===== config.mk =====
export PLATFORM = sky130hd
export DESIGN_NAME = bus_decode
export DESIGN_NICKNAME = d
export VERILOG_FILES = /design/src/bus_pkg.sv /design/src/bus_decode.sv
export SDC_FILE = /design/constraint.sdc
export NUM_CORES = 1
export LEC_CHECK = 0
export ABC_AREA = 1
export BUFFER_PORTS_ARGS = -buffer_cell sky130_fd_sc_hd__buf_2
export CORE_MARGIN = 10
export CORE_UTILIZATION = 26
export CTS_CLUSTER_DIAMETER = 60
export DETAILED_ROUTE_END_ITERATION = 16
export PLACE_DENSITY = 0.57
export SLEW_MARGIN = 10
export SYNTH_ARGS = -nofsm -noshare
export SYNTH_HDL_FRONTEND = slang
export SYNTH_SLANG_ARGS = --single-unit

===== constraint.sdc =====
create_clock -name clk -period 1.4 [get_ports clk]
set_input_delay 0.07 -clock clk [delete_from_list [all_inputs] [get_ports clk]]
set_output_delay 0.07 -clock clk [all_outputs]
set_load 0.02 [all_outputs]

===== src/bus_pkg.sv =====
// Bus widths, address map, read latency and target tag codes
package bus_pkg;

   // Master bus widths
   localparam int ADDR_W = 16;
   localparam int DATA_W = 16;

   // Block RAM window size in address bits
   // RAM answers when upper bits are all zero or all one
   localparam int RAM_ADDR_W = 12;

   // UART register pair, bit 0 picks status or data
   localparam logic [ADDR_W-1:0] UART_BASE = 16'hFE08;

   // External SRAM address pins, top bits held at zero
   localparam int SRAM_ADR_W = 18;

   // Cycles from accepted read to returned data
   localparam int READ_LATENCY = 2;

   // Target tag carried alongside a read to the return mux
   localparam int TAG_W = 2;
   localparam logic [TAG_W-1:0] TAG_SRAM = 2'd0;
   localparam logic [TAG_W-1:0] TAG_RAM  = 2'd1;
   localparam logic [TAG_W-1:0] TAG_UART = 2'd2;

endpackage


===== src/bus_decode.sv =====
// Address decoder with target selects, read pipeline and return data mux
`timescale 1ns/10ps

module bus_decode
   import bus_pkg::*;
(
   input  logic              clk,
   input  logic              reset_b,
   // Master side
   input  logic              req_valid,
   input  logic              rnw,
   input  logic [ADDR_W-1:0] addr,
   input  logic [DATA_W-1:0] wdata,
   output logic [DATA_W-1:0] rdata,
   output logic              rdata_valid,
   // Target side, stage 1
   output logic [ADDR_W-1:0] t_addr,
   output logic [DATA_W-1:0] t_wdata,
   output logic              t_write,
   output logic              ram_cs,
   output logic              uart_cs,
   output logic              sram_cs,
   // Target read data, valid in stage 2
   input  logic [DATA_W-1:0] ram_rdata,
   input  logic [DATA_W-1:0] uart_rdata,
   input  logic [DATA_W-1:0] sram_rdata
);

   logic                    uart_hit;
   logic                    ram_hit;
   logic [TAG_W-1:0]        s1_tag;
   logic [TAG_W-1:0]        s2_tag;
   logic [READ_LATENCY-1:0] rd_pipe;

   // UART pair ignores address bit 0
   assign uart_hit = (addr[ADDR_W-1:1] == UART_BASE[ADDR_W-1:1]);

   // RAM mirrored at bottom and top of the map
   assign ram_hit = (addr[ADDR_W-1:RAM_ADDR_W] == '0) ||
                    (addr[ADDR_W-1:RAM_ADDR_W] == '1);

   // Stage 1 selects, UART wins over the top RAM window
   always_ff @(posedge clk)
   begin
      if (!reset_b)
      begin
         uart_cs <= 1'b0;
         ram_cs  <= 1'b0;
         sram_cs <= 1'b0;
         t_write <= 1'b0;
      end
      else
      begin
         uart_cs <= req_valid & uart_hit;
         ram_cs  <= req_valid & ~uart_hit & ram_hit;
         sram_cs <= req_valid & ~uart_hit & ~ram_hit;
         t_write <= req_valid & ~rnw;
      end
   end

   // Shared address and write data, held between requests
   always_ff @(posedge clk)
   begin
      if (req_valid)
      begin
         t_addr  <= addr;
         t_wdata <= wdata;
      end
   end

   // Tag of the target selected in stage 1
   always_comb
   begin
      if (uart_cs)
         s1_tag = TAG_UART;
      else if (ram_cs)
         s1_tag = TAG_RAM;
      else
         s1_tag = TAG_SRAM;
   end

   // Tag follows its read into stage 2
   always_ff @(posedge clk)
   begin
      s2_tag <= s1_tag;
   end

   // One bit per cycle of read latency
   always_ff @(posedge clk)
   begin
      if (!reset_b)
         rd_pipe <= '0;
      else
         rd_pipe <= {rd_pipe[READ_LATENCY-2:0], req_valid & rnw};
   end

   assign rdata_valid = rd_pipe[READ_LATENCY-1];

   // Return mux, steered by the tag of the read now completing
   always_comb
   begin
      case (s2_tag)
         TAG_UART: rdata = uart_rdata;
         TAG_RAM:  rdata = ram_rdata;
         default:  rdata = sram_rdata;
      endcase
   end

endmodule


==> impl_metrics.yaml <==
clock_network:
  cts_htree_levels: 2
  clockRootBuffer: "clkbuf_8"
  clockBufferDepth: 2
  clock_latency_ns: 0.28
  clock_sinks: 40
  cts_made_buffers: 5
  clk_pin_slew_ns: 0.07
  cts_tree: "built"
floorplanning:
  die_w_um: 102
  die_area_um2: 10400
  core_area_um2: 6420
  io_pins: 137
  die_h_um: 102
  rows: 29
  initial_utilization_pct: 27.1
logic_synthesis:
  syn_area_um2: 1740
  synth_area_per_cell_um2: 11.5
  syn_inst: 151
  ys_seq_area_share_pct: 64.4
  synthDistinctLibCells: 17
  yosys_register_bits: 40
  yosysWarnings: 0
  synth_fp_nets: 237
timing:
  skew_ns: 0.000188
  worstMarginPinSlew_ns: 0.379
  slew_viol_final: 0
  setup_ws_ns: -0.129
  rsz0062_at_grt: "true"
  hold_ws_ns: 0.225
  fmax_mhz: 654
  fin_crit_ns: 1.53
  finalHoldViolations: 0
  finalSetupViolations: 16
  timing.final.crit_share_pct: 109
  slew_headroom_pct: 74.7
place:
  gp_congestion: 0.746
  dpl.hpwl_mm: 4.66
  io_buffer_count: 136
final_layout:
  fill_cells: 589
  nets: 414
  area_delta_synth_final_pct: 77.6
  final_cell_mix: "buf_2, dlygate4sd3_1, edfxtp_1, nand2_1, a21oi_1"
  finish.utilization_pct: 48.2
  insertedDiodeCount: 0
  final_common_cell: "buf_2"
  layout-drive-gt1-share_pct: 54.3
global_routing:
  grt_start_max_net_pins: 17
  grt_antenna_before_repair: 0
  overflow: 0
  grt_pass1_vias: 1958
  grt_pass1_wl_mm: 9.66
  grt_use_total_pct: 12.0
critical_path:
  worstSetupPathType: "flop to output port"
  crit_slowest_cell: "dfxtp_2"
  crit_required_ns: 1.33
  crit_path_max_incr_delay_ns: 0.34
  critPathBufInv: 3
  endpoint_kind: "output port"
  cp_top_family: "flip-flops"
  start_kind: "flop"
  cp_max_fo: 16
  worstPathArrival_ns: 1.46
  path_cells: "inv_2 > ha_4 > buf_12 > a21oi_1 > a21oi_2 > buf_6"
flow_run:
  cap_viol_max_count: 0
run_status:
  violations: "setup timing"
  status: "finished, violations left"
route:
  ant_nets: 0
  routedWlPerCell_um: 15.8
  num_vias: 1735
  drt_iter0_drc: 57
  routed_via_density: 4.28
  route.detailed.drc: 0
  first_pass_iters: 4
  wl_mm: 6.41
pwr:
  worst_ir_drop_vdd_uv: 763
  p_per_area_nw_per_um2: 871
  power_mw: 2.70
  p_leak_nw: 1.41
worst_hold_path:
  worstHoldPathType: "input port to flop"
-- routing by layer --
metal / GRT usage, % / wire length (µm) / vias up / part of all wire, %
li1: - / - / 855 / -
met1: 11.1 / 2230 / 793 / 35
met2: 23.0 / 3390 / 78 / 53
met3: 6.14 / 716 / 9 / 11
met4: 2.39 / 66 / 0 / 1.0
met5: 0 / 0 / - / 0
-- through the flow --
stage	area, µm²	setup WS [ns]	cells	TNS [ns]
floorplan	1740	0.109	151	0
global placement	2490	-0.0457	362	-0.469
detailed placement	2490	-0.0624	362	-0.658
CTS	3080	-0.119	405	-1.70
global route	3090	-0.199	405	-2.81
finish	3090	-0.129	405	-1.56
-- cell families (layout without fill, tap and decap cells) --
family	Yosys count	in the layout	share of synthesized area, %
AND/OR/NAND/NOR	57	57	14.1
flip-flops	40	40	64.4
AO/OA/AOI/OAI	33	33	12.1
adder cells (fa/ha/maj)	2	2	1.44
buffers and inverters	19	196	8.05
-- state kept, by name, summed over array words and instances, names as in the netlist --
signal   cells
t_wdata     16
uart_cs      1
t_addr      16
t_write      1
ram_cs       1
rd_pipe      2
sram_cs      1
s2_tag       2
-- power by group --
part / internal (mW) / switching (mW)
sequential: 1.37 / 0.0191
combinational: 0.292 / 0.325
clock: 0.329 / 0.359
-- path summary, 6_finish.rpt --
| check | startpoint | endpoint | slack, ns | cells after the start |
|---|---|---|---|---|
| max | s2_tag[0] | rdata[15] | -0.13 | 6 |
| min | req_valid | t_addr[11] | 0.23 | 1 |
| max reg2reg | ram_cs | s2_tag[0] | 0.89 | 2 |
| min reg2reg | uart_cs | s2_tag[1] | 0.36 | 0 |
-- synth_stat cells --
master,number,area [µm²]
edfxtp_1,32,961
nand2_1,26,97.6
a21oi_1,20,100
nor2_1,20,75.1
a21oi_2,12,105
inv_1,11,41.3
nor2_2,9,56.3
dfxtp_1,8,160
buf_6,4,45.0
ha_1,2,25.0
buf_12,1,20.0
buf_4,1,7.51
buf_8,1,15.0
inv_8,1,11.3
nand3_1,1,5.00
nor2_4,1,11.3
o21ai_1,1,5.00
-- area by class of cell --
class	instances	area, µm²	area share (%)
clock buffers	5	68.8	2.22
clock inverters	2	7.51	0.243
inverters	12	57.6	1.86
multi-input cells	92	541	17.5
flip-flops and latches	40	1120	36.3
well taps	77	96.3	3.11
repair buffers	176	1180	38.1
repair inverters	1	20.0	0.647
-- timing repair --
item                       4_1_cts  5_1_grt
setup endpoints to repair       16       16
hold endpoints to repair        34        0
setup buffers                    1        0
hold buffers                    34        0
pin swaps                        1        0
gates resized for setup         41        5
cloned                           1        0
Power figures use the tool's default switching activity.
