$ cat src/bus_pkg.sv
// Bus widths, address map, read latency and target tag codes
package bus_pkg;

   // Master bus widths
   localparam int ADDR_W = 16;
   localparam int DATA_W = 16;

   // Block RAM window size in address bits
   // RAM answers when upper bits are all zero or all one
   localparam int RAM_ADDR_W = 12;

   // UART register pair, bit 0 picks status or data
   localparam logic [ADDR_W-1:0] UART_BASE = 16'hFE08;

   // External SRAM address pins, top bits held at zero
   localparam int SRAM_ADR_W = 18;

   // Cycles from accepted read to returned data
   localparam int READ_LATENCY = 2;

   // Target tag carried alongside a read to the return mux
   localparam int TAG_W = 2;
   localparam logic [TAG_W-1:0] TAG_SRAM = 2'd0;
   localparam logic [TAG_W-1:0] TAG_RAM  = 2'd1;
   localparam logic [TAG_W-1:0] TAG_UART = 2'd2;

endpackage

$ cat src/uart_pkg.sv
// UART bit timing, frame length, counter widths and status bit positions
package uart_pkg;

   // Clock cycles per serial bit
   localparam int CLKS_PER_BIT = 16;

   // Start bit, eight data bits, stop bit
   localparam int FRAME_BITS = 10;
   localparam int DATA_BITS  = FRAME_BITS - 2;

   // Counter widths for bit timing and bit position
   localparam int TICK_W = $clog2(CLKS_PER_BIT);
   localparam int BIT_W  = $clog2(FRAME_BITS);

   // Status register layout
   localparam int STAT_TX_BUSY  = 0;
   localparam int STAT_RX_VALID = 1;

endpackage
$ cat src/uart.sv
// Memory-mapped UART: status and data registers, transmitter and receiver
`timescale 1ns/10ps

module uart
   import bus_pkg::*;
   import uart_pkg::*;
(
   input  logic              clk,
   input  logic              reset_b,
   input  logic              cs,
   input  logic              write,
   input  logic              reg_sel,
   input  logic [DATA_W-1:0] wdata,
   output logic [DATA_W-1:0] rdata,
   input  logic              rxd,
   output logic              txd
);

   // Register access strobes
   logic                  data_wr;
   logic                  data_rd;
   logic                  reg_rd;
   logic [DATA_W-1:0]     status;

   // Transmitter
   logic                  tx_busy;
   logic [FRAME_BITS-1:0] tx_shift;
   logic [TICK_W-1:0]     tx_tick;
   logic [BIT_W-1:0]      tx_bit;

   // Receiver
   logic [1:0]            rx_sync;
   logic                  rx_active;
   logic [TICK_W-1:0]     rx_tick;
   logic [BIT_W-1:0]      rx_bit;
   logic [DATA_BITS-1:0]  rx_shift;
   logic [DATA_BITS-1:0]  rx_data;
   logic                  rx_valid;

   assign data_wr = cs & write & reg_sel;
   assign data_rd = cs & ~write & reg_sel;
   assign reg_rd  = cs & ~write;

   always_comb
   begin
      status                = '0;
      status[STAT_TX_BUSY]  = tx_busy;
      status[STAT_RX_VALID] = rx_valid;
   end

   // Register read, one edge after select
   always_ff @(posedge clk)
   begin
      if (reg_rd)
         rdata <= reg_sel ? DATA_W'(rx_data) : status;
   end

   // Line idles high, LSB of the shifter is the line
   assign txd = tx_shift[0];

   // Transmit frame LSB first, writes while busy are dropped
   always_ff @(posedge clk)
   begin
      if (!reset_b)
      begin
         tx_busy  <= 1'b0;
         tx_shift <= '1;
         tx_tick  <= '0;
         tx_bit   <= '0;
      end
      else if (tx_busy)
      begin
         if (tx_tick == TICK_W'(CLKS_PER_BIT - 1))
         begin
            tx_tick  <= '0;
            tx_shift <= {1'b1, tx_shift[FRAME_BITS-1:1]};
            if (tx_bit == BIT_W'(FRAME_BITS - 1))
               tx_busy <= 1'b0;
            else
               tx_bit <= tx_bit + 1'b1;
         end
         else
            tx_tick <= tx_tick + 1'b1;
      end
      else if (data_wr)
      begin
         // Stop, data, start
         tx_shift <= {1'b1, wdata[DATA_BITS-1:0], 1'b0};
         tx_busy  <= 1'b1;
         tx_tick  <= '0;
         tx_bit   <= '0;
      end
   end

   // Double synchronizer on the serial input
   always_ff @(posedge clk)
   begin
      if (!reset_b)
         rx_sync <= 2'b11;
      else
         rx_sync <= {rx_sync[0], rxd};
   end

   // Receive state, sampling at the middle of each bit
   always_ff @(posedge clk)
   begin
      if (!reset_b)
      begin
         rx_active <= 1'b0;
         rx_tick   <= '0;
         rx_bit    <= '0;
         rx_valid  <= 1'b0;
      end
      else
      begin
         // Data read consumes the byte
         if (data_rd)
            rx_valid <= 1'b0;
         if (!rx_active)
         begin
            if (!rx_sync[1])
            begin
               // Start edge, first sample half a bit on
               rx_active <= 1'b1;
               rx_tick   <= TICK_W'(CLKS_PER_BIT / 2);
               rx_bit    <= '0;
            end
         end
         else if (rx_tick == TICK_W'(CLKS_PER_BIT - 1))
         begin
            rx_tick <= '0;
            rx_bit  <= rx_bit + 1'b1;
            if (rx_bit == '0 && rx_sync[1])
               // Glitch, not a real start bit
               rx_active <= 1'b0;
            else if (rx_bit == BIT_W'(FRAME_BITS - 1))
            begin
               rx_active <= 1'b0;
               rx_valid  <= 1'b1;
            end
         end
         else
            rx_tick <= rx_tick + 1'b1;
      end
   end

   // Data bits shift in LSB first, byte held at the stop bit
   always_ff @(posedge clk)
   begin
      if (rx_active && rx_tick == TICK_W'(CLKS_PER_BIT - 1))
      begin
         if (rx_bit != '0 && rx_bit != BIT_W'(FRAME_BITS - 1))
            rx_shift <= {rx_sync[1], rx_shift[DATA_BITS-1:1]};
         if (rx_bit == BIT_W'(FRAME_BITS - 1))
            rx_data <= rx_shift;
      end
   end

endmodule

$ cat config.mk
export PLATFORM = sky130hd
export DESIGN_NAME = uart
export DESIGN_NICKNAME = d
export VERILOG_FILES = /design/src/bus_pkg.sv /design/src/uart_pkg.sv /design/src/uart.sv
export SDC_FILE = /design/constraint.sdc
export NUM_CORES = 1
export LEC_CHECK = 0
export BUFFER_PORTS_ARGS = -buffer_cell sky130_fd_sc_hd__clkbuf_2
export CAP_MARGIN = 20
export CORE_MARGIN = 8
export CORE_UTILIZATION = 40
export CTS_CLUSTER_SIZE = 25
export DETAILED_ROUTE_END_ITERATION = 8
export PLACE_DENSITY_LB_ADDON = 0.3
export REMOVE_ABC_BUFFERS = 1
export SLEW_MARGIN = 20
export SYNTH_ARGS = -nofsm -noshare
export SYNTH_HDL_FRONTEND = slang
export SYNTH_SLANG_ARGS = --single-unit
$ cat constraint.sdc
create_clock -name clk -period 4 [get_ports clk]
set_input_delay 0.8 -clock clk [delete_from_list [all_inputs] [get_ports clk]]
set_output_delay 0.8 -clock clk [all_outputs]
set_load 0.05 [all_outputs]
==> results of run 1 <==
-- layout by cell type (no fill, tap or decap), drive strengths merged, types with 3 or more instances in the layout --
cell      n
a211oi    3
mux2      8
edfxtp   24
clkinv    3
nand3b    5
dfxtp    30
nand4b    3
clkbuf   27
o21ai     6
nand2    10
or4       3
nand4     3
inv      17
ha        7
a31oi    13
conb      8
nand2b    4
nand3     6
a2111oi   7
and2      6
nor2      3
a21oi    13
-- path summary, 6_finish.rpt --
path,startpoint,end,cells after the start
min reg2reg,rx_sync[0],rx_sync[1],1
max,rx_tick[0],rx_data[6],3
min,rx_sync[0],rx_sync[1],1
max reg2reg,rx_tick[0],rx_data[6],3
-- metal layers --
layer / part of all wire / up-vias / track usage
met4: 0.018 / 0 / 0.0436
met2: 0.45 / 25 / 0.145
met3: 0.050 / 6 / 0.0280
li1: - / 809 / -
met1: 0.48 / 769 / 0.127
met5: 0 / - / 0
-- power groups by stage --
stage	clock network (uW)	logic, uW	registers, uW
global route	355	98.1	597
floorplan	0	52.3	621
global placement	0	90.8	608
detailed placement	0	91.0	608
CTS	331	91.2	595
finish	321	90.1	595
-- cells by family after synthesis --
kind of cell / after synthesis / share of synthesized area
compound gates: 53 / 0.157
fa+ha+maj: 7 / 0.0362
buf+inv: 35 / 0.0765
flops: 54 / 0.546
mux: 9 / 0.0475
other cells: 1 / 0.00155
simple gates: 53 / 0.135
-- metrics by stage --
stage / std cells / instance area (um2)
finish: 307 / 2640
CTS: 307 / 2640
floorplan: 201 / 2330
global placement: 299 / 2540
detailed placement: 299 / 2540
global route: 307 / 2640
-- sequential cells by signal, summed over array words and instances, names as in the netlist --
signal     flops
tx_shift       9
rdata          8
rx_data        8
rx_shift       8
rx_bit         4
rx_tick        4
tx_bit         4
tx_tick        4
rx_sync        2
rx_active      1
rx_valid       1
tx_busy        1
-- final cells by class --
| type | instances | area, um2 | share of cell area |
|---|---|---|---|
| clock buffer | 5 | 68.8 | 0.0261 |
| clock inverter | 3 | 28.8 | 0.0109 |
| inverter | 17 | 63.8 | 0.0242 |
| multi-input combinational | 130 | 946 | 0.358 |
| sequential | 54 | 1320 | 0.500 |
| tap | 75 | 93.8 | 0.0355 |
| timing repair buffer | 23 | 118 | 0.0445 |
==> flow_metrics.tcl, run 1 <==
set metrics [dict create \
    finalSetupViolations 0 \
    grt_pass1_vias 1471 \
    cts_tree "done" \
    start_util 0.411 \
    core_um2 5890 \
    worst_path_max_delay_cell "nor2_1" \
    path_buf_inv 0 \
    ioPinCount 39 \
    yosysTopAreaCellShare 0.298 \
    grt_pass1_wl_mm 6.85 \
    fp.dieH_um 93.8 \
    avgSynthCellArea_um2 11.4 \
    hold_viol 0 \
    power_density_nw_per_um2 381 \
    cts-root-buf "clkbuf_8" \
    fin_util 0.449 \
    area_delta_synth_final_pct 9.04 \
    clock_skew_ns 0.0146 \
    synth_edf_count 24 \
    wirelength_mm 4.09 \
    first_iter_violations 59 \
    r2r_slack_ns 2.06 \
    cts-resized-gates 0 \
    crit_required_ns 3.95 \
    p_sw_uw 264 \
    fmax_mhz 516 \
    num_rows 28 \
    worstMarginPinSlew_ns 0.774 \
    track_usage 0.0974 \
    crit_type "register to register" \
    path_cells "ha_1, nand4_1, nor2_1" \
    antenna_cells 0 \
    wl_per_cell_um 13.3 \
    rsz0062_at_grt "no" \
    synth_ff_type "dfxtp_1" \
    port_buffers 22 \
    cp_top_family "simple AND/OR/NAND/NOR gates" \
    final_net_count 260 \
    die-width_um 93.8 \
    synth_cell_types 48 \
    critPathLaunchType "register" \
    period_needed_ns 1.94 \
    cts_setup_buffers 0 \
    grt_antenna_before_repair 0 \
    postRouteAntennaNets 0 \
    clk_latency_ns 0.31 \
    slew_violations 0 \
    clk_path_buf_depth 2 \
    hold_class "register to register" \
    die_area_um2 8800 \
    cap_violations 0 \
    fillers 560 \
    p_leak_uw 0.000980 \
    fin_total_pwr_uw 1010 \
    hold_ws_ns 0.416 \
    gp_congestion 0.724 \
    syn_inst 212 \
    grt-ovfl-total 0 \
    clkTransAtPathRegs_ns 0.10 \
    htree_levels 2 \
    grt_max_degree 24 \
    cts.hold.buffers_added 0 \
    synth_most_common_cell "dfxtp_1" \
    worst-path-max-fanout 10 \
    syn_area_um2 2420 \
    ys_ff_latch 54 \
    cts_made_buffers 5 \
    layout_setup_ws_ns 2.06 \
    drcViolationCount 0 \
    pre_cts_slack_ns 1.79 \
    max_stage_delay_ns 0.66 \
    synthTopCellsByCount "dfxtp_1 (30), edfxtp_1 (24), inv_1 (16)" \
    crit_path_end_kind "register" \
    via_per_inst 5.24 \
    ir_worst_vdd_mv 0.185 \
    yosys-top-cells-area "edfxtp_1 (30%), dfxtp_1 (25%), ha_1 (3.6%)" \
    maxSlewHeadroom 0.482 \
    num_vias 1609 \
    p_clk_frac 0.319 \
    yosys_warnings 0 \
    status "finished clean" \
    arrival_ns 1.89 \
    yosysTopAreaCell "edfxtp_1" \
    pwr-share-comb 0.090 \
    finalCritPeriodShare 0.484 \
    cts.sinks 54 \
    power_frac_seq 0.592 \
    drive_gt1_frac 0.203 \
    firstDrtPassIters 4 \
    tns_ns 0 \
    yosysSeqAreaShare 0.546 \
    cell_internal_pwr_uw 742 \
    sw_frac_of_total 0.262 \
    async_reset_ff_frac 0 \
    dp_hpwl_mm 2.85 \
]
(Power assumes the default switching activity.)
==> inputs of run 2 (changes only) <==
Clock period 4 ns to 1.8 ns, I/O delays scaled along.
==> run 2 against run 1 <==
Compared with the run above: die area stayed put; register-to-register slack worse by 1.9 ns; core utilization is 1.4 points higher; count of clock-buffer cells in the layout stayed put; global-route usage is 0.47 points higher; sequential power is 120% higher; sequential share of layout area is 1.5 points lower; via count is 0.50% higher; total power is 120% higher; non-clock buffer count is 10 higher; critical path depth is 2 higher; critical endpoint is now tx_shift[3].
==> flow_metrics.tcl, run 2 (same netlist as run 1, synthesis figures left out) <==
set metrics [dict create \
    hold_viol 0 \
    die-width_um 93.8 \
    power_frac_seq 0.592 \
    grt-ovfl-total 0 \
    grt_pass1_vias 1536 \
    fin_total_pwr_uw 2230 \
    crit_required_ns 1.99 \
    layout_setup_ws_ns 0.169 \
    rsz0062_at_grt "no" \
    worst-path-max-fanout 5 \
    via_per_inst 5.10 \
    fillers 561 \
    status "finished clean" \
    first_iter_violations 57 \
    cts_made_buffers 5 \
    antenna_cells 0 \
    grt_max_degree 24 \
    pre_cts_slack_ns 0.178 \
    tns_ns 0 \
    finalSetupViolations 0 \
    final_net_count 270 \
    drcViolationCount 0 \
    worst_path_max_delay_cell "a2111oi_0" \
    cp_top_family "compound AO/OA/AOI/OAI gates" \
    clk_latency_ns 0.31 \
    ir_worst_vdd_mv 0.321 \
    p_leak_uw 0.00102 \
    pwr-share-comb 0.100 \
    firstDrtPassIters 4 \
    core_um2 5890 \
    layout_commonest_cell "dfxtp_1" \
    fp.dieH_um 93.8 \
    grt_pass1_wl_mm 7.20 \
    drive_gt1_frac 0.236 \
    layout_common_cells "dfxtp_1 (30), edfxtp_1 (24), clkbuf_2 (22)" \
    fin_cells 317 \
    cell_internal_pwr_uw 1650 \
    ioPinCount 39 \
    num_rows 28 \
    cts_tree "done" \
    fin_util 0.462 \
    dp_hpwl_mm 2.90 \
    p_clk_frac 0.308 \
    grt_antenna_before_repair 0 \
    clock_skew_ns 0.00805 \
    arrival_ns 1.82 \
    cts.sinks 54 \
    die_area_um2 8800 \
    cts_setup_buffers 0 \
    largest_reg_flops 9 \
    min_path_cells 2 \
    finalCritPeriodShare 0.906 \
    hold_class "primary input to register" \
    slew_violations 0 \
    hold_end "rx_sync[0]" \
    cap_violations 0 \
    wirelength_mm 4.27 \
    sw_frac_of_total 0.257 \
    regMostFlops "tx_shift" \
    start_util 0.411 \
    r2r-end "tx_shift[3]" \
    place_inst 309 \
    area_delta_synth_final_pct 12.4 \
    crit_type "register to register" \
    cts-root-buf "clkbuf_8" \
    postRouteAntennaNets 0 \
    p_sw_uw 571 \
    power_density_nw_per_um2 818 \
    htree_levels 2 \
    path_cells "ha_1, nand3_1, buf_4, a2111oi_0, a31oi_1" \
    period_needed_ns 1.63 \
    startpoint "tx_tick[0]" \
    hp-start "rxd" \
    path_buf_inv 1 \
    wl_per_cell_um 13.5 \
    critPathLaunchType "register" \
    r2r_cells 5 \
    r2r_slack_ns 0.17 \
    clk_path_buf_depth 2 \
    clkTransAtPathRegs_ns 0.10 \
    max_stage_delay_ns 0.43 \
    track_usage 0.102 \
    gp_congestion 0.727 \
    port_buffers 22 \
    crit_path_end_kind "register" \
    fmax_mhz 613 \
    r2r_start "tx_tick[0]" \
    num_vias 1617 \
]
run 2: what timing repair did:
action / CTS / global route
endpoints found under the hold margin: 0 / 0
hold buffers: 0 / 0
setup endpoints to repair: 0 / 8
resized for setup: 0 / 1
run 2: worst register-to-register path, cell delays in order, from the launching register on:
cell       delay [ns]
dfxtp_1          0.37
ha_1             0.24
nand3_1          0.18
buf_4            0.21
a2111oi_0        0.43
a31oi_1          0.08
run 2: layout make-up:
type | instances | area, um2 | area share
clock buffer | 5 | 68.8 | 0.0253
clock inverter | 3 | 25.0 | 0.00920
inverter | 17 | 63.8 | 0.0234
multi-input combinational | 130 | 943 | 0.347
sequential | 54 | 1320 | 0.486
tap | 75 | 93.8 | 0.0345
timing repair buffer | 33 | 205 | 0.0754
run 2: metrics by stage:
step           hold WS [ns]  instance area (um2)
2_1_floorplan         0.386                 2330
3_3_place_gp          0.389                 2630
3_5_place_dp          0.394                 2630
4_1_cts               0.218                 2720
5_1_grt               0.240                 2720
6_report              0.229                 2720
run 2: worst max path at each step:
stage                     cells after the start     endpoint
after floorplan                               3  rx_shift[0]
after global placement                        4  rx_shift[2]
after detailed placement                      4  rx_shift[2]
after CTS                                     4  rx_shift[3]
after global routing                          4  rx_shift[3]
final                                         5  tx_shift[3]
run 2: power groups by stage:
stage / clock network [uW] / logic [uW] / registers (uW)
global route: 763 / 241 / 1320
finish: 686 / 222 / 1320
CTS: 716 / 223 / 1320
global placement: 0 / 220 / 1340
detailed placement: 0 / 223 / 1350
floorplan: 0 / 116 / 1380
run 2: metal layers:
metal,vias to the layer above,wire length (um),GRT usage
li1,825,-,-
met1,757,2100,0.131
met2,29,1880,0.155
met3,6,209,0.0240
met4,0,83,0.0542
met5,-,0,0
